File: src/hw/spi_link_pkg.sv
// ----------------------------------------
// host spi frame: 8-bit address byte then 16-bit data word
// mode 0, msb first
// ----------------------------------------
`default_nettype none

package spi_link_pkg;

    localparam int SPI_ADDR_BITS  = 8;
    localparam int SPI_DATA_BITS  = 16;
    localparam int SPI_FRAME_BITS = 24;   // address plus data

    // address byte at or above this reads index (byte - offset)
    localparam logic [SPI_ADDR_BITS-1:0] REG_RD_OFFSET = 8'h80;

    localparam int SPI_SYNC_STAGES = 2;   // pin synchronizer depth

    typedef logic [4:0] spi_bit_cnt_t;    // bits taken in the frame

    typedef enum logic [1:0] {
        SPI_IDLE,
        SPI_ADDR,
        SPI_DATA
    } spi_state_t;

endpackage : spi_link_pkg

`default_nettype wire

File: src/hw/fpga_regs_pkg.sv
// ----------------------------------------
// register map of the board control block, 16-bit words
// 32-bit values take two indices, low word at the lower index
// ----------------------------------------
`default_nettype none

package fpga_regs_pkg;

    // ----------------------------------------
    // word types
    // ----------------------------------------
    typedef logic [7:0]  reg_addr_t;   // register index
    typedef logic [15:0] reg_data_t;   // register word
    typedef logic [31:0] fw_word_t;    // build stamp or crc error counter

    localparam int ETH_PORTS = 4;

    // ----------------------------------------
    // register indices
    // ----------------------------------------
    // read-only build information
    localparam reg_addr_t REG_FW_DATE       = 8'h00;   // two words
    localparam reg_addr_t REG_FW_TIME       = 8'h02;   // two words
    localparam reg_addr_t REG_FW_TYPE       = 8'h04;

    // live link status
    localparam reg_addr_t REG_MAC_LINK      = 8'h05;   // link in bits 3..0
    localparam reg_addr_t REG_MAC0_RXERR    = 8'h06;   // port n at 0x06 + 2n

    // phy management, bit-banged mdio
    localparam reg_addr_t REG_PHY_RST       = 8'h0E;   // one bit per port
    localparam reg_addr_t REG_MDC           = 8'h0F;
    localparam reg_addr_t REG_MDIO_OUT      = 8'h10;
    localparam reg_addr_t REG_MDIO_DIR      = 8'h11;   // 1 drives the mdio pin
    localparam reg_addr_t REG_MDIO_IN       = 8'h12;   // read-only

    localparam reg_addr_t REG_AURORA_STATUS = 8'h13;   // channel up, lanes 1..0

    // scratch words for host bus checks
    localparam reg_addr_t REG_TEST_ARRAY    = 8'h20;
    localparam int        TEST_ARRAY_COUNT  = 8;

    // ----------------------------------------
    // build constants
    // ----------------------------------------
    localparam fw_word_t  FW_DATE = 32'h0B1C_4E27;
    localparam fw_word_t  FW_TIME = 32'h0017_2D05;
    localparam reg_data_t FW_TYPE = 16'h0042;      // board variant code

endpackage : fpga_regs_pkg

`default_nettype wire
File: src/hw/reg_bus_if.sv
// ----------------------------------------
// single-cycle register port, no back-pressure
// rd_data follows rd_addr combinationally
// ----------------------------------------
`default_nettype none
`timescale 1ns/1ns

interface reg_bus_if;
    import fpga_regs_pkg::*;

    logic      wr_en;     // one-cycle strobe
    reg_addr_t wr_addr;   // valid with wr_en
    reg_data_t wr_data;   // valid with wr_en
    reg_addr_t rd_addr;
    reg_data_t rd_data;

    modport master (
        output wr_en, wr_addr, wr_data, rd_addr,
        input  rd_data
    );

    modport slave (
        input  wr_en, wr_addr, wr_data, rd_addr,
        output rd_data
    );

endinterface : reg_bus_if

`default_nettype wire

File: src/hw/board_ctrl_top.sv
// ----------------------------------------
// cs0 selects the config flash, cs1 the register file
// mdio is split into out, enable and in, the pad sits outside
// ----------------------------------------
`default_nettype none
`timescale 1ns/1ns

module board_ctrl_top (
    input  logic                                                  reg_clk,
    input  logic                                                  rst_n_i,
    // host spi
    input  logic                                                  spi_clk_i,
    input  logic [1:0]                                            spi_cs_i,
    input  logic                                                  spi_mosi_i,
    output logic                                                  spi_miso_o,
    // config flash
    input  logic                                                  qspi_miso_i,
    output logic                                                  qspi_cs_o,
    output logic                                                  qspi_clk_o,
    output logic                                                  qspi_mosi_o,
    // status
    input  logic [fpga_regs_pkg::ETH_PORTS-1:0]                   mac_link_i,
    input  fpga_regs_pkg::fw_word_t [fpga_regs_pkg::ETH_PORTS-1:0] mac_rxerr_i,
    input  logic [1:0]                                            aurora_up_i,
    // phy management
    input  logic                                                  mdio_i,
    output logic [fpga_regs_pkg::ETH_PORTS-1:0]                   eth_phy_rst_o,
    output logic                                                  mdc_o,
    output logic                                                  mdio_o,
    output logic                                                  mdio_oe_o
);

    logic      reg_miso;
    reg_bus_if reg_bus ();

    spi_reg_slave u_spi_reg_slave (
        .reg_clk    (reg_clk),
        .rst_n_i    (rst_n_i),
        .spi_clk_i  (spi_clk_i),
        .spi_cs_i   (spi_cs_i[1]),
        .spi_mosi_i (spi_mosi_i),
        .spi_miso_o (reg_miso),
        .bus        (reg_bus.master)
    );

    reg_bank u_reg_bank (
        .reg_clk       (reg_clk),
        .rst_n_i       (rst_n_i),
        .bus           (reg_bus.slave),
        .mac_link_i    (mac_link_i),
        .mac_rxerr_i   (mac_rxerr_i),
        .aurora_up_i   (aurora_up_i),
        .mdio_i        (mdio_i),
        .eth_phy_rst_o (eth_phy_rst_o),
        .mdc_o         (mdc_o),
        .mdio_o        (mdio_o),
        .mdio_oe_o     (mdio_oe_o)
    );

    // ----------------------------------------
    // flash pass-through and miso merge
    // ----------------------------------------
    assign qspi_cs_o   = spi_cs_i[0];
    assign qspi_clk_o  = spi_clk_i;
    assign qspi_mosi_o = spi_mosi_i;

    // an unselected source reads as 1 so the and keeps the other line
    assign spi_miso_o  = (qspi_miso_i | spi_cs_i[0]) & (reg_miso | spi_cs_i[1]);

endmodule : board_ctrl_top

`default_nettype wire

File: src/hw/reg_bank.sv
// ----------------------------------------
// writes land one cycle after wr_en, reads are combinational
// unmapped reads return zero, writes to read-only words are dropped
// ----------------------------------------
`default_nettype none
`timescale 1ns/1ns

module reg_bank (
    input  logic                                                  reg_clk,
    input  logic                                                  rst_n_i,
    reg_bus_if.slave                                              bus,
    input  logic [fpga_regs_pkg::ETH_PORTS-1:0]                   mac_link_i,
    input  fpga_regs_pkg::fw_word_t [fpga_regs_pkg::ETH_PORTS-1:0] mac_rxerr_i,
    input  logic [1:0]                                            aurora_up_i,
    input  logic                                                  mdio_i,
    output logic [fpga_regs_pkg::ETH_PORTS-1:0]                   eth_phy_rst_o,
    output logic                                                  mdc_o,
    output logic                                                  mdio_o,
    output logic                                                  mdio_oe_o
);
    import fpga_regs_pkg::*;
    import spi_link_pkg::*;

    logic [ETH_PORTS-1:0] phy_rst_q;
    logic                 mdc_q;
    logic                 mdio_out_q;
    logic                 mdio_dir_q;
    reg_data_t            test_q [TEST_ARRAY_COUNT];
    logic [1:0]           mdio_sync;    // mdio pin comes from the phy domain
    reg_data_t            rd_word;

    // ----------------------------------------
    // writable registers
    // ----------------------------------------
    always_ff @(posedge reg_clk or negedge rst_n_i) begin
        if (!rst_n_i) begin
            phy_rst_q  <= '0;
            mdc_q      <= 1'b0;
            mdio_out_q <= 1'b0;
            mdio_dir_q <= 1'b0;                 // pin released after reset
            for (int i = 0; i < TEST_ARRAY_COUNT; i++)
                test_q[i] <= '0;
        end else if (bus.wr_en) begin
            case (bus.wr_addr)
                REG_PHY_RST:  phy_rst_q  <= bus.wr_data[ETH_PORTS-1:0];
                REG_MDC:      mdc_q      <= bus.wr_data[0];
                REG_MDIO_OUT: mdio_out_q <= bus.wr_data[0];
                REG_MDIO_DIR: mdio_dir_q <= bus.wr_data[0];
                default: ;                      // read-only or unmapped
            endcase
            for (int i = 0; i < TEST_ARRAY_COUNT; i++) begin
                if (bus.wr_addr == reg_addr_t'(REG_TEST_ARRAY + i))
                    test_q[i] <= bus.wr_data;
            end
        end
    end

    always_ff @(posedge reg_clk or negedge rst_n_i) begin
        if (!rst_n_i)
            mdio_sync <= '0;
        else
            mdio_sync <= {mdio_sync[0], mdio_i};
    end

    assign eth_phy_rst_o = phy_rst_q;
    assign mdc_o         = mdc_q;
    assign mdio_o        = mdio_out_q;
    assign mdio_oe_o     = mdio_dir_q;

    // ----------------------------------------
    // read multiplexer
    // ----------------------------------------
    always_comb begin
        rd_word = '0;
        case (bus.rd_addr)
            REG_FW_DATE:              rd_word = FW_DATE[15:0];
            REG_FW_DATE + 8'd1:       rd_word = FW_DATE[31:16];
            REG_FW_TIME:              rd_word = FW_TIME[15:0];
            REG_FW_TIME + 8'd1:       rd_word = FW_TIME[31:16];
            REG_FW_TYPE:              rd_word = FW_TYPE;
            REG_MAC_LINK:             rd_word = reg_data_t'(mac_link_i);
            REG_PHY_RST:              rd_word = reg_data_t'(phy_rst_q);
            REG_MDC:                  rd_word = reg_data_t'(mdc_q);
            REG_MDIO_OUT:             rd_word = reg_data_t'(mdio_out_q);
            REG_MDIO_DIR:             rd_word = reg_data_t'(mdio_dir_q);
            REG_MDIO_IN:              rd_word = reg_data_t'(mdio_sync[1]);
            REG_AURORA_STATUS:        rd_word = reg_data_t'(aurora_up_i);
            default: ;
        endcase
        // crc error counters, low word first
        for (int i = 0; i < ETH_PORTS; i++) begin
            if (bus.rd_addr == reg_addr_t'(REG_MAC0_RXERR + 2 * i))
                rd_word = mac_rxerr_i[i][15:0];
            if (bus.rd_addr == reg_addr_t'(REG_MAC0_RXERR + 2 * i + 1))
                rd_word = mac_rxerr_i[i][31:16];
        end
        for (int i = 0; i < TEST_ARRAY_COUNT; i++) begin
            if (bus.rd_addr == reg_addr_t'(REG_TEST_ARRAY + i))
                rd_word = test_q[i];
        end
    end

    assign bus.rd_data = rd_word;

    // write indices share the read numbering below the read offset
    a_wr_range: assert property (@(posedge reg_clk) disable iff (!rst_n_i)
        bus.wr_en |-> (bus.wr_addr < REG_RD_OFFSET));

endmodule : reg_bank

`default_nettype wire

File: src/hw/spi_reg_slave.sv
// ----------------------------------------
// pins are oversampled in reg_clk so sck must stay at or below reg_clk/8
// a frame cut short by cs going high is dropped without a write
// ----------------------------------------
`default_nettype none
`timescale 1ns/1ns

module spi_reg_slave (
    input  logic      reg_clk,
    input  logic      rst_n_i,
    input  logic      spi_clk_i,
    input  logic      spi_cs_i,
    input  logic      spi_mosi_i,
    output logic      spi_miso_o,
    reg_bus_if.master bus
);
    import fpga_regs_pkg::*;
    import spi_link_pkg::*;

    logic [SPI_SYNC_STAGES-1:0][2:0] pin_sync;   // {sck, cs, mosi} per stage
    logic                            sck_q;
    logic                            cs_q;
    logic                            mosi_q;
    logic                            sck_d;
    logic                            sck_rise;
    logic                            sck_fall;

    spi_state_t                      state;
    spi_bit_cnt_t                    bit_cnt;
    logic                            rd_frame;
    logic                            rd_load;

    logic [SPI_ADDR_BITS-2:0]        addr_shift;
    logic [SPI_ADDR_BITS-1:0]        addr_byte;
    logic                            addr_is_rd;
    reg_data_t                       rx_word;
    logic [SPI_DATA_BITS-1:0]        tx_shift;

    logic                            addr_rise;
    logic                            addr_done;
    logic                            data_rise;
    logic                            frame_done;
    logic                            tx_fall;

    // ----------------------------------------
    // pin synchronizer and sck edges
    // ----------------------------------------
    always_ff @(posedge reg_clk or negedge rst_n_i) begin
        if (!rst_n_i) begin
            pin_sync <= {SPI_SYNC_STAGES{3'b010}};   // cs idles high
            sck_d    <= 1'b0;
        end else begin
            pin_sync <= {pin_sync[SPI_SYNC_STAGES-2:0], {spi_clk_i, spi_cs_i, spi_mosi_i}};
            sck_d    <= sck_q;
        end
    end

    assign sck_q    = pin_sync[SPI_SYNC_STAGES-1][2];
    assign cs_q     = pin_sync[SPI_SYNC_STAGES-1][1];
    assign mosi_q   = pin_sync[SPI_SYNC_STAGES-1][0];
    assign sck_rise = sck_q & ~sck_d;
    assign sck_fall = ~sck_q & sck_d;

    // frame strobes
    assign addr_byte  = {addr_shift, mosi_q};
    assign addr_is_rd = (addr_byte >= REG_RD_OFFSET);
    assign addr_rise  = sck_rise & ~cs_q & (state != SPI_DATA);   // first rise may meet idle
    assign addr_done  = addr_rise & (bit_cnt == spi_bit_cnt_t'(SPI_ADDR_BITS - 1));
    assign data_rise  = sck_rise & ~cs_q & (state == SPI_DATA)
                      & (bit_cnt < spi_bit_cnt_t'(SPI_FRAME_BITS));
    assign frame_done = data_rise & (bit_cnt == spi_bit_cnt_t'(SPI_FRAME_BITS - 1));
    assign tx_fall    = sck_fall & ~cs_q & (state == SPI_DATA) & rd_frame
                      & (bit_cnt < spi_bit_cnt_t'(SPI_FRAME_BITS));

    // ----------------------------------------
    // frame state
    // ----------------------------------------
    always_ff @(posedge reg_clk or negedge rst_n_i) begin
        if (!rst_n_i) begin
            state     <= SPI_IDLE;
            bit_cnt   <= '0;
            rd_frame  <= 1'b0;
            rd_load   <= 1'b0;
            bus.wr_en <= 1'b0;
        end else begin
            rd_load   <= addr_done & addr_is_rd;     // rd_data settles one cycle later
            bus.wr_en <= frame_done & ~rd_frame;
            if (cs_q) begin
                state    <= SPI_IDLE;                // also ends a short frame
                bit_cnt  <= '0;
                rd_frame <= 1'b0;
            end else begin
                if (addr_rise || data_rise)
                    bit_cnt <= bit_cnt + 1'b1;
                if (addr_done) begin
                    state    <= SPI_DATA;
                    rd_frame <= addr_is_rd;
                end else if (state == SPI_IDLE) begin
                    state <= SPI_ADDR;
                end
            end
        end
    end

    // shift registers and bus payload
    always_ff @(posedge reg_clk) begin
        if (addr_rise)
            addr_shift <= {addr_shift[SPI_ADDR_BITS-3:0], mosi_q};
        if (addr_done && addr_is_rd)
            bus.rd_addr <= reg_addr_t'(addr_byte - REG_RD_OFFSET);
        if (addr_done && !addr_is_rd)
            bus.wr_addr <= reg_addr_t'(addr_byte);
        if (data_rise)
            rx_word <= {rx_word[SPI_DATA_BITS-2:0], mosi_q};
        if (frame_done)
            bus.wr_data <= {rx_word[SPI_DATA_BITS-2:0], mosi_q};
    end

    // ----------------------------------------
    // miso changes after the falling sck edge
    // ----------------------------------------
    always_ff @(posedge reg_clk or negedge rst_n_i) begin
        if (!rst_n_i) begin
            spi_miso_o <= 1'b1;
            tx_shift   <= '1;
        end else if (cs_q) begin
            spi_miso_o <= 1'b1;
        end else if (rd_load) begin
            tx_shift <= bus.rd_data;                 // latched before the first data fall
        end else if (tx_fall) begin
            spi_miso_o <= tx_shift[SPI_DATA_BITS-1];
            tx_shift   <= {tx_shift[SPI_DATA_BITS-2:0], 1'b1};
        end else if (sck_fall) begin
            spi_miso_o <= 1'b1;                      // address phase and frame tail
        end
    end

    // ----------------------------------------
    // checks
    // ----------------------------------------
    a_wr_single: assert property (@(posedge reg_clk) disable iff (!rst_n_i)
        bus.wr_en |=> !bus.wr_en);

    a_wr_in_frame: assert property (@(posedge reg_clk) disable iff (!rst_n_i)
        $rose(bus.wr_en) |-> !cs_q);

endmodule : spi_reg_slave

`default_nettype wire

File: config.mk
export PLATFORM = sky130hd
export DESIGN_NAME = board_ctrl_top
export DESIGN_NICKNAME = d
export VERILOG_FILES = /design/src/hw/spi_link_pkg.sv /design/src/hw/fpga_regs_pkg.sv /design/src/hw/reg_bus_if.sv /design/src/hw/board_ctrl_top.sv /design/src/hw/reg_bank.sv /design/src/hw/spi_reg_slave.sv
export SDC_FILE = /design/constraint.sdc
export NUM_CORES = 1
export LEC_CHECK = 0
export BUFFER_PORTS_ARGS = -buffer_cell sky130_fd_sc_hd__clkbuf_2
export CORE_UTILIZATION = 45
export DETAILED_ROUTE_END_ITERATION = 8
export GPL_TIMING_DRIVEN = 1
export SYNTH_ARGS = -nofsm -noshare
export SYNTH_HDL_FRONTEND = slang
export SYNTH_SLANG_ARGS = --single-unit
File: constraint.sdc
create_clock -name reg_clk -period 3.5 [get_ports reg_clk]
set_input_delay 0.7 -clock reg_clk [delete_from_list [all_inputs] [get_ports reg_clk]]
set_output_delay 0.7 -clock reg_clk [all_outputs]
set_load 0.005 [all_outputs]
After elaboration in Yosys (flattened, before gate mapping):

Cells that the tools add are included.

* $add $sub $neg: 2
* magnitude comparators: 2
* eq/ne operators: 44
* multiplexer cells: 30
* bitwise gates (word level): 21
* reductions and logical operators: 25

Operators with widths (number)
* 16-bit 2-to-1 mux: 18
* 15-bit case mux with 12 select lines: 1
* 8-bit by 6-bit equality test with 1-bit output (second input constant): 16
* 8-bit by 4-bit equality test with 1-bit output (second input constant): 10
* 8-bit by 5-bit equality test with 1-bit output (second input constant): 6
* 8-bit by 3-bit equality test with 1-bit output (second input constant): 4
* 2-bit AND reduction: 14
* 8-bit by 2-bit equality test with 1-bit output (second input constant): 2
* 1-bit bitwise AND: 15
* 5-bit 2-to-1 mux: 2
* 8-bit by 1-bit equality test with 1-bit output (second input constant): 1
* 8-bit >= comparator (second input constant): 1
* 8-bit logical NOT: 1
* 8-bit subtractor (second input constant): 1
* 1-bit 2-to-1 mux: 6
* 2-bit 2-to-1 mux: 3
* 2-bit nonzero test: 3
* 3-bit nonzero test: 2
* 5-bit by 1-bit adder with 5-bit output (second input constant): 1
* 5-bit by 3-bit equality test with 1-bit output (second input constant): 1
* 5-bit equality test (second input constant): 1
* 5-bit < comparator (second input constant): 1
* 1-bit inverter: 4
* 2-bit equality test (second input constant): 1
* 7 further kinds: 9

* bits in registers: 225
* input port bits: 142
* output and inout port bits: 11
* logic and storage cells: 152

Logic depth before layout (Yosys ltp):

Gate-level depths: netlist of the first run.

* depth after elaboration: 19
* depth in mapped cells: 9
* gate-level depth less buffers: 6

Cells and area by module:

Synthesis of the first run repeated with hierarchy kept, for this count alone.

* cell total of the unflattened synthesis: 977
* area total of the unflattened synthesis: 11582.4 um2

By module, submodules not included
* reg_bank: instances 1, cells an instance 801, area an instance 8289.2 um2, seq. area each 3428.3 um2
* spi_reg_slave: instances 1, cells an instance 172, area an instance 3261.9 um2, seq. area each 2496.1 um2
* board_ctrl_top: instances 1, cells an instance 4, area an instance 31.3 um2, seq. area each 0.0 um2

Worst setup path before layout of the first run:

Ideal clock, no wire load.

* path kind: flip-flop to flip-flop
* start: register u_spi_reg_slave.pin_sync (netlist bit u_spi_reg_slave.cs_q)
* end: register u_spi_reg_slave.bus.wr_data[0], enable pin
* setup time: 432 ps
* arrival: 2367 ps
* path slack: 701 ps
* stages on the path, launching flop included: 5
* clock period less this slack: 2799 ps
* cell sequence: dfstp_2 -> clkbuf_1 -> nor2_1 -> nand2_1 -> nor4_1

* cells in the longest elaborated chain, start to end: 5

Ends and longest elaborated chain
* start: declaration: RTL line spi_reg_slave.sv:20 `logic [SPI_SYNC_STAGES-1:0][2:0] pin_sync;`
* start signal: assignment: RTL line spi_reg_slave.sv:50 `pin_sync <= {SPI_SYNC_STAGES{3'b010}};`
* start signal: assignment: RTL line spi_reg_slave.sv:53 `pin_sync <= {pin_sync[SPI_SYNC_STAGES-2:0], {spi_clk_i, spi_cs_i, spi_mosi_i}};`
* 1-bit inverter (no line)
* 1-bit bitwise AND (2 in series): RTL line spi_reg_slave.sv:69 `assign data_rise = sck_rise & ~cs_q & (state == SPI_DATA)`
* 1-bit bitwise AND: RTL line spi_reg_slave.sv:70 `& (bit_cnt < spi_bit_cnt_t'(SPI_FRAME_BITS));`
* 1-bit bitwise AND: RTL line spi_reg_slave.sv:71 `assign frame_done = data_rise & (bit_cnt == spi_bit_cnt_t'(SPI_FRAME_BITS - 1));`
* named net u_spi_reg_slave.frame_done: RTL line spi_reg_slave.sv:42 `logic frame_done;`
* end signal: assignment: RTL line spi_reg_slave.sv:116 `bus.wr_data <= {rx_word[SPI_DATA_BITS-2:0], mosi_q};`
* end: declaration: RTL line reg_bus_if.sv:18 `output wr_en, wr_addr, wr_data, rd_addr,`

The timed path passes the listed nets, and every way through them passes these cells.
A chain may end at the register's enable or synchronous reset.

Worst setup path in the final report of the first run:

* start: register u_spi_reg_slave.bus.rd_addr[7]
* end: register u_spi_reg_slave.tx_shift[7]

* cells in the longest elaborated chain, start to end: 18

Ends and longest elaborated chain
* start: declaration: RTL line reg_bus_if.sv:18
* start signal: assignment: RTL line spi_reg_slave.sv:110 `bus.rd_addr <= reg_addr_t'(addr_byte - REG_RD_OFFSET);`
* 8-bit by 3-bit equality test with 1-bit output: RTL line reg_bank.sv:92 `if (bus.rd_addr == reg_addr_t'(REG_MAC0_RXERR + 2 * i))`
* 16-bit 2-to-1 mux: RTL line reg_bank.sv:92
* 16-bit 2-to-1 mux: RTL line reg_bank.sv:94 `if (bus.rd_addr == reg_addr_t'(REG_MAC0_RXERR + 2 * i + 1))`
* 16-bit 2-to-1 mux: RTL line reg_bank.sv:92
* 16-bit 2-to-1 mux: RTL line reg_bank.sv:94
* 16-bit 2-to-1 mux: RTL line reg_bank.sv:92
* 16-bit 2-to-1 mux: RTL line reg_bank.sv:94
* 16-bit 2-to-1 mux: RTL line reg_bank.sv:92
* 16-bit 2-to-1 mux: RTL line reg_bank.sv:94
* 16-bit 2-to-1 mux (7 in series): RTL line reg_bank.sv:98 `if (bus.rd_addr == reg_addr_t'(REG_TEST_ARRAY + i))`
* 16-bit 2-to-1 mux *: RTL line reg_bank.sv:98
* 16-bit 2-to-1 mux *: RTL line spi_reg_slave.sv:128 `end else if (rd_load) begin`
* end signal: assignment: RTL line spi_reg_slave.sv:129 `tx_shift <= bus.rd_data;`
* end signal: assignment: RTL line spi_reg_slave.sv:132 `tx_shift <= {tx_shift[SPI_DATA_BITS-2:0], 1'b1};`
* end: declaration: RTL line spi_reg_slave.sv:37 `logic [SPI_DATA_BITS-1:0] tx_shift;`

Mark *: on every way between the ends. The rest lies on a longest branch, timed or not.

==> results of run 1 <==
[sequential cells by signal, indices dropped and copies added, names as in the netlist, 2 cells and up]
signal,cells
u_spi_reg_slave.bus.wr_addr,8
u_spi_reg_slave.addr_shift,7
u_spi_reg_slave.tx_shift,16
u_spi_reg_slave.state,2
u_reg_bank.eth_phy_rst_o,4
u_spi_reg_slave.bus.wr_data,16
u_spi_reg_slave.pin_sync,4
u_reg_bank.mdio_sync,2
u_reg_bank.test_q,128
u_spi_reg_slave.bit_cnt,5
u_spi_reg_slave.bus.rd_addr,8
u_spi_reg_slave.rx_word,15
[cell usage in the layout (no fill, tap or decap), drive strengths merged, types with 7 or more instances in the layout]
| cell | n |
|---|---|
| clkbuf | 192 |
| dfrtp | 152 |
| mux2 | 152 |
| nor2 | 62 |
| o21ai | 61 |
| a21oi | 59 |
| nand2 | 54 |
| edfxtp | 54 |
| buf | 46 |
| mux2i | 30 |
| nand3 | 26 |
| o22ai | 23 |
| dfstp | 19 |
| nor3 | 18 |
| nor2b | 16 |
| o211ai | 15 |
| o221ai | 15 |
| a31oi | 13 |
| nand2b | 11 |
| inv | 11 |
| a221oi | 9 |
| a22oi | 8 |
| nand4 | 7 |
| a211oi | 7 |
[kinds of logic after synthesis]
logic type / after synthesis / synth area share [%]
AOI/OAI and AO/OA: 265 / 15.2
DFF: 225 / 51.7
muxes: 188 / 19.1
adders and majority gates: 1 / 0.109
and+or+nand+nor: 232 / 10.1
buffers and inverters: 89 / 3.38
xor gates and xnor gates: 5 / 0.382
[per-layer routing]
metal	global-route usage, %	wire length (um)	part of all wire [%]
met1	40.7	16600	44
met2	44.1	16500	44
met3	4.39	3100	8.2
met4	11.8	1500	4.0
met5	0	0	0
[cell type report]
cell class / instances / area (um2) / area share, %
repair buffers: 197 / 1140 / 8.51
clock buffers: 41 / 727 / 5.42
multi-input cells: 691 / 5150 / 38.4
clock inverters: 3 / 17.5 / 0.130
well taps: 330 / 413 / 3.08
flip-flops and latches: 225 / 5920 / 44.1
inverters: 12 / 45.0 / 0.336
[power by group through the flow]
stage	sequential, mW	combinational [mW]	clock [mW]
6_report	2.70	0.174	2.43
3_3_place_gp	2.75	0.178	0
3_5_place_dp	2.75	0.176	0
2_1_floorplan	2.74	0.0308	0
5_1_grt	2.70	0.189	2.58
4_1_cts	2.70	0.177	2.46
[through the flow]
step           power (mW)  utilization (%)  hold slack (ps)
3_3_place_gp         2.93             50.6              332
5_1_grt              5.47             53.6              208
3_5_place_dp         2.93             50.6              335
6_report             5.30             53.6              175
4_1_cts              5.34             53.6              217
2_1_floorplan        2.77                -              331
[worst max-delay path, delay by kind of cell, from the launching register on]
kind	cells	cell delay, ps
flip-flops	1	460
AO/OA/AOI/OAI	4	1000
AND/OR/NAND/NOR	2	1530
[final timing paths]
check                                                         start                                 endpoint  slack (ps)
max in group asynchronous                                   rst_n_i   u_spi_reg_slave.spi_miso_o$_DFFE_PN1P_        2460
hold / removal                                              rst_n_i       u_reg_bank.test_q[119]$_DFFE_PN0P_         180
setup / recovery           u_spi_reg_slave.bus.rd_addr[7]$_DFFE_PP_  u_spi_reg_slave.tx_shift[7]$_DFFE_PN1P_         450
min in group reg_clk                                         mdio_i        u_reg_bank.mdio_sync[0]$_DFF_PN0_         300
setup reg to reg           u_spi_reg_slave.bus.rd_addr[7]$_DFFE_PP_  u_spi_reg_slave.tx_shift[7]$_DFFE_PN1P_         450
hold reg to reg               u_spi_reg_slave.pin_sync[2]$_DFF_PN0_    u_spi_reg_slave.pin_sync[5]$_DFF_PN0_         350
==> summary.md, run 1 <==
| Metric | Value |
|---|---|
| Outcome | `complete, no violations` |
| Clock Path Buffers | `3` |
| Ys flop type | `dfrtp_1` |
| Final worst-path cycle share | `87.2%` |
| Async SR Flop Fraction | `76.0%` |
| Clock power frac | `45.8%` |
| DRT antenna net count | `0` |
| CP Cell Sequence | `or4_4 -> nor3_1 -> a32o_1 -> a21oi_1 -> a222oi_1 -> a2bb2oi_1` |
| DR DRC count | `0` |
| IO Count | `153` |
| Peak VDD IR | `0.271 mV` |
| GRT Overall Usage | `28.7%` |
| Grt total ovfl | `0` |
| CTS tree | `built` |
| Logic pwr share | `3.3%` |
| Max-Cap Viols | `0` |
| YS warnings | `0` |
| Synth area leaders | `dfrtp_1, edfxtp_1, mux2_2` |
| Starting density of the core | `45.7%` |
| Hpwl dp | `27200 um` |
| Cell-internal power | `4.18 mW` |
| Final worst setup slack | `448 ps` |
| Sw frac | `21.2%` |
| Worst-margin pin slew | `1000 ps` |
| # setup viols final | `0` |
| Post-synth cell types | `73` |
| Layout area overhead | `17.2%` |
| Final slew viol count | `0` |
| Synth Instances | `1005` |
| Post-synthesis cell area | `11500 um2` |
| Most common cell in the netlist | `dfrtp_1` |
| Most frequent cells after synthesis | `dfrtp_1, mux2_2, o21ai_0` |
| Die area | `26100 um2` |
| Layout Cells excl Fill | `1499` |
| Instance area at placement | `12700 um2` |
| First-pass GRT wire length | `56700 um` |
| Sink Count | `225` |
| H-tree depth | `1` |
| TNS Setup | `0 ps` |
| Slew margin rel. | `32.8%` |
| Mean Syn Cell Area | `11.4 um2` |
| Fmax achieved | `328 MHz` |
| Ant. Diodes | `0` |
| Critical Path Slowest Stage Cell | `nor3_1` |
| Placed cell count | `1455` |
| Post-cts sizing count | `0` |
| Net Count, Synth | `1148` |
| Number of port buffers | `152` |
| R2R depth | `6` |
| Net Sw Power | `1.12 mW` |
| Postcts setup bufs | `0` |
| Gp weighted congestion | `0.947` |
| Number of global-route vias before repair | `9038` |
| Number of synthesized flops with an enable pin | `54` |
| Core area | `25000 um2` |
| Chip Width | `162 um` |
| Initial antenna violation count | `0` |
| Post-DR vias/cell | `6.27` |
| Power Dens Cells | `395 nW/um2` |
| Sequential power share | `51.0%` |
| Largest net degree at the start of global routing | `65` |
| Fin area | `13400 um2` |
| Clock Tree Root | `clkbuf_16` |
| RSZ-0062 raised after global routing | `no` |
| Pleak | `5.97 nW` |
| Vias | `9394` |
| Crit path capture type | `flop` |
| Row count | `58` |
| Yosys reg bits | `225` |
| Final Hold Viols | `0` |
| Yosys top cell by area | `dfrtp_1` |
| Skew-Pair Late Insertion Delay | `520 ps` |
| Data arrival time of the critical path | `3500 ps` |
| Fillers | `2218` |
| Max incr delay on CP | `840 ps` |
| Crit Path Max Fanout | `13` |
| Share of the synthesized area in the top cell type | `33.2%` |
| Required @ worst endpoint | `3950 ps` |
| Post-CTS Hold Buffers | `0` |
| DRT Pass-1 Iters | `8` |
| DR iter-0 viols | `1080` |
| Critical path class | `reg2reg` |
| Nets | `1294` |
| Pre-CTS setup slack | `539 ps` |
| Final WL | `37700 um` |
| Die height | `162 um` |
| Routed WL per cell | `25.2 um` |
| Final min period | `3050 ps` |
| Sequential element share of the synthesized area | `51.7%` |
| Worst min-delay path class | `in2async` |
| Critical Path Start Type | `flop` |
| Worst-path clk slew | `60 ps` |
| TritonCTS Buffers | `24` |
| Layout cells sized above 1 | `35.2%` |
| Setup Skew | `19.8 ps` |
No activity file was read; power rests on OpenSTA's default activity.
==> run 2: changes to the inputs <==
==> constraint.sdc (replaced) <==
create_clock -name reg_clk -period 3.5 [get_ports reg_clk]
set_input_delay 1.05 -clock reg_clk [delete_from_list [all_inputs] [get_ports reg_clk]]
set_output_delay 1.05 -clock reg_clk [all_outputs]
set_load 0.005 [all_outputs]
==> summary.md, run 2 (same netlist as run 1, synthesis figures left out) <==
| Metric | Value |
|---|---|
| Largest net degree at the start of global routing | `86 (+32%)` |
| WHS | `349 ps (+174 ps)` |
| Fin area | `13500 um2 (+0.38%)` |
| Number of port buffers | `152 (unchanged)` |
| Final WL | `37000 um (-2.0%)` |
| # setup viols final | `0 (unchanged)` |
| Worst-path clk slew | `60 ps (about the same)` |
| Grt total ovfl | `0 (unchanged)` |
| H-tree depth | `1 (unchanged)` |
| Most frequent cells in the layout | `dfrtp_1, clkbuf_2, mux2_2, o21ai_0` |
| Clock Tree Root | `clkbuf_16` |
| Max-Cap Viols | `0 (unchanged)` |
| GRT Overall Usage | `28.6% (-0.15 points)` |
| Reg2reg end | `u_reg_bank.test_q[55]$_DFFE_PN0P_` |
| Pleak | `5.99 nW (+0.32%)` |
| Cell-internal power | `4.34 mW (+4.0%)` |
| Area of the multi-input gates | `5150 um2 (unchanged)` |
| Data arrival time of the critical path | `3100 ps (-400 ps)` |
| CTS tree | `built` |
| Largest register FFs | `128 (unchanged)` |
| Net Sw Power | `1.13 mW (+0.48%)` |
| Slew margin rel. | `33.3% (+0.54 points)` |
| Number of global-route vias before repair | `9052 (+0.15%)` |
| Worst min-delay path class | `in2async` |
| Die height | `162 um (unchanged)` |
| Critical path class | `reg2reg` |
| Peak VDD IR | `0.293 mV (+8.2%)` |
| Sequential power share | `49.4% (-1.6 points)` |
| Setup Skew | `11.5 ps (-8.34 ps)` |
| Top reg by flops | `u_reg_bank.test_q` |
| Instance area at placement | `12700 um2 (-0.12%)` |
| TNS Setup | `0 ps (unchanged)` |
| Critical Path Start Type | `flop` |
| DR DRC count | `0 (unchanged)` |
| Final worst-path cycle share | `77.5% (-9.7 points)` |
| Pre-CTS setup slack | `812 ps (+273 ps)` |
| Fmax achieved | `369 MHz (+13%)` |
| Clock power frac | `47.5% (+1.7 points)` |
| Ant. Diodes | `0 (unchanged)` |
| Fillers | `2247 (+1.3%)` |
| DRT antenna net count | `0 (unchanged)` |
| Critical R2R Launch | `u_spi_reg_slave.bus.wr_addr[4]$_DFFE_PP_` |
| DR iter-0 viols | `977 (-9.5%)` |
| IO Count | `153 (unchanged)` |
| TritonCTS Buffers | `24 (unchanged)` |
| Hpwl dp | `26800 um (-1.5%)` |
| Vias | `9311 (-0.88%)` |
| R2R depth | `4 (-2)` |
| Routed WL per cell | `24.7 um (-1.8%)` |
| Sw frac | `20.6% (-0.57 points)` |
| Commonest non-fill, non-tap cell in the layout | `dfrtp_1` |
| Largest regs | `u_reg_bank.test_q x128, u_spi_reg_slave.bus.wr_data x16, u_spi_reg_slave.tx_shift x16` |
| Postcts setup bufs | `0 (unchanged)` |
| Row count | `58 (unchanged)` |
| Final worst setup slack | `788 ps (+339 ps)` |
| Core area | `25000 um2 (unchanged)` |
| Layout area overhead | `17.7%` |
| Skew-Pair Late Insertion Delay | `520 ps (about the same)` |
| RSZ-0062 raised after global routing | `no` |
| Crit Path Max Fanout | `16 (+3)` |
| Nets | `1292 (-0.15%)` |
| First-pass GRT wire length | `56600 um (-0.14%)` |
| Logic pwr share | `3.1% (-0.2 points)` |
| DRT Pass-1 Iters | `5 (-3)` |
| Chip Width | `162 um (unchanged)` |
| Final slew viol count | `0 (unchanged)` |
| R2R setup slack | `790 ps (+340 ps)` |
| Clock Path Buffers | `3 (unchanged)` |
| Die area | `26100 um2 (unchanged)` |
| Crit path capture type | `flop` |
| Final min period | `2710 ps (-339 ps)` |
| Sink Count | `225 (unchanged)` |
| Util after Layout | `53.8% (+0.20 points)` |
| Outcome | `complete, no violations` |
| Register area | `5920 um2 (unchanged)` |
| Initial antenna violation count | `0 (unchanged)` |
| Power Dens Cells | `406 nW/um2 (+2.9%)` |
| Starting density of the core | `45.7% (unchanged)` |
| Final Hold Viols | `0 (unchanged)` |
| Required @ worst endpoint | `3890 ps (-60 ps)` |
| Post-DR vias/cell | `6.22 (-0.75%)` |
| Post-CTS Hold Buffers | `0 (unchanged)` |
| Worst-margin pin slew | `1000 ps (-0.329 ps)` |
| Post-cts sizing count | `0 (unchanged)` |
| Gp weighted congestion | `0.931 (-1.7%)` |
| Layout cells sized above 1 | `35.5% (+0.32 points)` |
[run 2: cell types whose count changed in the layout (fill, tap and decap cells not counted)]
cell,delta
buf_4,-2
clkbuf_1,-6
clkbuf_16,-1
bufinv_16,+3
clkinv_2,+1
clkinv_1,+1
clkinvlp_4,+2
[run 2: cell type report]
class / instances / share of cell area [%]
sequential: 225 / 44.0
multi-input combinational: 691 / 38.3
timing repair buffer: 195 / 8.37
clock buffer: 34 / 5.04
tap: 330 / 3.06
clock inverter: 10 / 0.975
inverter: 12 / 0.334
[run 2: how the worst max path moves through the flow]
stage / end / slack, ps / startpoint
after floorplan: u_spi_reg_slave.bus.wr_data[0]$_DFFE_PP_ / 700 / u_spi_reg_slave.cs_q$_DFF_PN1_
after global placement: u_reg_bank.test_q[57]$_DFFE_PN0P_ / 830 / u_spi_reg_slave.bus.wr_addr[4]$_DFFE_PP_
after detailed placement: u_reg_bank.test_q[57]$_DFFE_PN0P_ / 810 / u_spi_reg_slave.bus.wr_addr[4]$_DFFE_PP_
after CTS: u_reg_bank.test_q[55]$_DFFE_PN0P_ / 800 / u_spi_reg_slave.bus.wr_addr[4]$_DFFE_PP_
after global routing: u_reg_bank.test_q[59]$_DFFE_PN0P_ / 670 / u_spi_reg_slave.bus.wr_addr[4]$_DFFE_PP_
final: u_reg_bank.test_q[55]$_DFFE_PN0P_ / 790 / u_spi_reg_slave.bus.wr_addr[4]$_DFFE_PP_
[run 2: power groups by stage]
stage	clock network [mW]	logic [mW]	registers (mW)
6_report	2.60	0.170	2.70
5_1_grt	2.75	0.188	2.70
4_1_cts	2.65	0.174	2.70
3_5_place_dp	0	0.172	2.75
3_3_place_gp	0	0.174	2.75
2_1_floorplan	0	0.0308	2.74
[run 2: routing by layer]
| layer | vias up | wire length [um] | track usage, % |
|---|---|---|---|
| met5 | - | 0 | 0 |
| met4 | 0 | 1030 | 8.88 |
| met3 | 67 | 2880 | 3.88 |
| met2 | 482 | 16700 | 45.1 |
| met1 | 4667 | 16300 | 40.8 |
| li1 | 4095 | - | - |
[run 2: metrics by stage]
stage | power (mW) | std cells
after floorplan | 2.77 | 1005
after global placement | 2.92 | 1453
after detailed placement | 2.92 | 1453
after CTS | 5.53 | 1497
after global routing | 5.64 | 1497
final | 5.47 | 1497
[run 2: critical path: stages, from the launching register on]
cell,delay (ps)
edfxtp_1,390
or4b_1,540
or3_1,440
or3_1,750
mux2_4,450
==> run 3: changes to the inputs <==
--- a/config.mk
+++ b/config.mk
@@ -5,10 +5,12 @@
 export SDC_FILE = /design/constraint.sdc
 export NUM_CORES = 1
 export LEC_CHECK = 0
+export ABC_AREA = 1
 export BUFFER_PORTS_ARGS = -buffer_cell sky130_fd_sc_hd__clkbuf_2
 export CORE_UTILIZATION = 45
 export DETAILED_ROUTE_END_ITERATION = 8
 export GPL_TIMING_DRIVEN = 1
+export PLACE_DENSITY = 0.65
 export SYNTH_ARGS = -nofsm -noshare
 export SYNTH_HDL_FRONTEND = slang
 export SYNTH_SLANG_ARGS = --single-unit
==> constraint.sdc (replaced) <==
create_clock -name reg_clk -period 2.6 [get_ports reg_clk]
set_input_delay 0.78 -clock reg_clk [delete_from_list [all_inputs] [get_ports reg_clk]]
set_output_delay 0.78 -clock reg_clk [all_outputs]
set_load 0.005 [all_outputs]
==> summary.md, run 3 <==
| Metric | Value |
|---|---|
| Outcome | `complete, no violations` |
| Grt total ovfl | `0 (unchanged)` |
| Number of synthesized flops with an enable pin | `54 (unchanged)` |
| Fmax achieved | `404 MHz (+9.7%)` |
| Vias | `9068 (-2.6%)` |
| Crit Path Max Fanout | `9 (-7)` |
| Register area | `5920 um2 (unchanged)` |
| DR iter-0 viols | `780 (-20%)` |
| Layout Cells excl Fill | `1720 (+15%)` |
| Largest regs | `u_reg_bank.test_q x128, u_spi_reg_slave.bus.wr_data x16, u_spi_reg_slave.tx_shift x16` |
| Worst-margin pin slew | `629 ps (-371 ps)` |
| Yosys reg bits | `225 (unchanged)` |
| Share of the synthesized area in the top cell type | `36.3% (+3.1 points)` |
| Net Count, Synth | `1388 (+21%)` |
| Final Power | `7.54 mW (+38%)` |
| Routed WL per cell | `16.5 um (-33%)` |
| Layout cells sized above 1 | `20.2% (-15 points)` |
| # setup viols final | `0 (unchanged)` |
| Area of the multi-input gates | `3920 um2 (-24%)` |
| Synth Instances | `1245 (+24%)` |
| Starting density of the core | `46.1% (+0.36 points)` |
| Number of port buffers | `152 (unchanged)` |
| Die area | `23900 um2 (-8.5%)` |
| Initial antenna violation count | `1 (+1)` |
| H-tree depth | `1 (unchanged)` |
| Worst min-delay path class | `in2async` |
| Largest register FFs | `128 (unchanged)` |
| Chip Width | `155 um (-4.3%)` |
| YS warnings | `0 (unchanged)` |
| Placed cell count | `1671 (+15%)` |
| Pleak | `5.82 nW (-2.9%)` |
| Crit path capture type | `flop` |
| Yosys top cell by area | `dfrtp_1` |
| Final min period | `2470 ps (-239 ps)` |
| Post-DR vias/cell | `5.27 (-15%)` |
| Final worst setup slack | `127 ps (-661 ps)` |
| Slew margin rel. | `57.7% (+24 points)` |
| Final worst-path cycle share | `95.1% (+18 points)` |
| DRT Pass-1 Iters | `5 (unchanged)` |
| Ys flop type | `dfrtp_1` |
| Required @ worst endpoint | `3050 ps (-840 ps)` |
| Commonest non-fill, non-tap cell in the layout | `nand2_1` |
| DRT antenna net count | `0 (unchanged)` |
| Final Hold Viols | `0 (unchanged)` |
| Most frequent cells after synthesis | `nand2_1, dfrtp_1, o21ai_0` |
| Fillers | `2109 (-6.1%)` |
| Die height | `155 um (-4.3%)` |
| Gp weighted congestion | `0.907 (-2.6%)` |
| Post-synth cell types | `41 (-44%)` |
| Most common cell in the netlist | `nand2_1` |
| Post-synthesis cell area | `10500 um2 (-8.6%)` |
| TritonCTS Buffers | `24 (unchanged)` |
| Peak VDD IR | `0.389 mV (+32%)` |
| CTS tree | `built` |
| Final WL | `28400 um (-23%)` |
| Core area | `22700 um2 (-9.3%)` |
| Synth area leaders | `dfrtp_1, edfxtp_1, nand2_1` |
| Layout area overhead | `20.5%` |
| Pre-CTS setup slack | `109 ps (-702 ps)` |
| Number of global-route vias before repair | `8766 (-3.2%)` |
| Sequential element share of the synthesized area | `56.6% (+4.9 points)` |
| Setup Skew | `23.8 ps (+12.3 ps)` |
| IO Count | `153 (unchanged)` |
| Util after Layout | `55.6% (+1.7 points)` |
| GRT Overall Usage | `24.2% (-4.4 points)` |
| Most frequent cells in the layout | `nand2_1, dfrtp_1, clkbuf_2, o21ai_0, inv_1` |
| Sink Count | `225 (unchanged)` |
| TNS Setup | `0 ps (unchanged)` |
| DR DRC count | `0 (unchanged)` |
| Skew-Pair Late Insertion Delay | `520 ps (about the same)` |
| Row count | `55 (-5.2%)` |
| Clock Path Buffers | `3 (unchanged)` |
| Worst-path clk slew | `60 ps (about the same)` |
| Final slew viol count | `0 (unchanged)` |
| Data arrival time of the critical path | `2920 ps (-180 ps)` |
| Critical path class | `reg2reg` |
| Max-Cap Viols | `0 (unchanged)` |
| Mean Syn Cell Area | `8.41 um2 (-26%)` |
| Async SR Flop Fraction | `76.0% (unchanged)` |
| First-pass GRT wire length | `45300 um (-20%)` |
| WHS | `198 ps (-152 ps)` |
| Instance area at placement | `11700 um2 (-7.6%)` |
| Power Dens Cells | `597 nW/um2 (+47%)` |
| Largest net degree at the start of global routing | `51 (-41%)` |
| Hpwl dp | `20400 um (-24%)` |
| Critical Path Start Type | `flop` |
| Top reg by flops | `u_reg_bank.test_q` |
| Fin area | `12600 um2 (-6.4%)` |
| Nets | `1559 (+21%)` |
| Clock Tree Root | `clkbuf_16` |
run 3: cell types whose count changed after synthesis, sizes merged, moves of 47 or more:
cell and change:
nand4 +47, inv +100, nand2 +324, nor2 +55
o21ai +101, mux2 -152
run 3: area by class of cell:
type / instances / area share [%]
clock inverters: 18 / 2.12
well taps: 285 / 2.83
inverters: 112 / 3.33
diodes: 1 / 0.0198
multi-input cells: 859 / 31.1
repair buffers: 194 / 8.87
clock buffers: 26 / 4.82
flip-flops and latches: 225 / 46.9
run 3: kinds of logic after synthesis:
| logic type | synth area share (%) |
|---|---|
| AO/OA/AOI/OAI | 11.9 |
| flip-flops | 56.6 |
| buffers and inverters | 6.23 |
| adder cells (fa/ha/maj) | 0.119 |
| AND/OR/NAND/NOR | 25.2 |
run 3: power by group:
part	switching (mW)	leakage [nW]	internal, mW
clock	1.40	0.408	2.30
sequential	0.0111	2.79	3.63
combinational	0.108	2.62	0.0936
run 3: critical path, stage by stage, from the launching register on:
cell and delay [ps]:
edfxtp_1 430, inv_1 110, nand2_1 150, nor2_1 80
nand2_1 140, buf_4 200, nand4_1 210, o21ai_1 200
nand4_1 110, a21oi_1 190, nand4_1 170, nor2_1 150
nand4_1 120, nand3_1 90, a21oi_1 60
run 3: final timing paths:
| path | endpoint | depth (start not counted) | startpoint | slack, ps |
|---|---|---|---|---|
| max reg2reg | u_spi_reg_slave.tx_shift[15]$_DFFE_PN1P_ | 14 | u_spi_reg_slave.bus.rd_addr[1]$_DFFE_PP_ | 130 |
| min reg2reg | u_spi_reg_slave.pin_sync[5]$_DFF_PN0_ | 0 | u_spi_reg_slave.pin_sync[2]$_DFF_PN0_ | 350 |
| min in group reg_clk | u_spi_reg_slave.pin_sync[5]$_DFF_PN0_ | 0 | u_spi_reg_slave.pin_sync[2]$_DFF_PN0_ | 350 |
| min | u_reg_bank.test_q[125]$_DFFE_PN0P_ | 1 | rst_n_i | 200 |
| max | u_spi_reg_slave.tx_shift[15]$_DFFE_PN1P_ | 14 | u_spi_reg_slave.bus.rd_addr[1]$_DFFE_PP_ | 130 |
| max in group asynchronous | u_spi_reg_slave.tx_shift[15]$_DFFE_PN1P_ | 2 | rst_n_i | 1640 |
run 3: per-layer routing:
metal  vias up  part of all wire (%)  GRT usage [%]
met3        70                   6.1           2.89
li1       4439                     -              -
met5         -                     0              0
met4         0                   4.7           11.2
met1      4238                    44           32.1
met2       321                    45           39.9
run 3: timing repair:
action,in CTS,in global routing
hold buffers,0,0
setup buffers,0,4
resized for setup,0,4
setup endpoints to repair,0,11
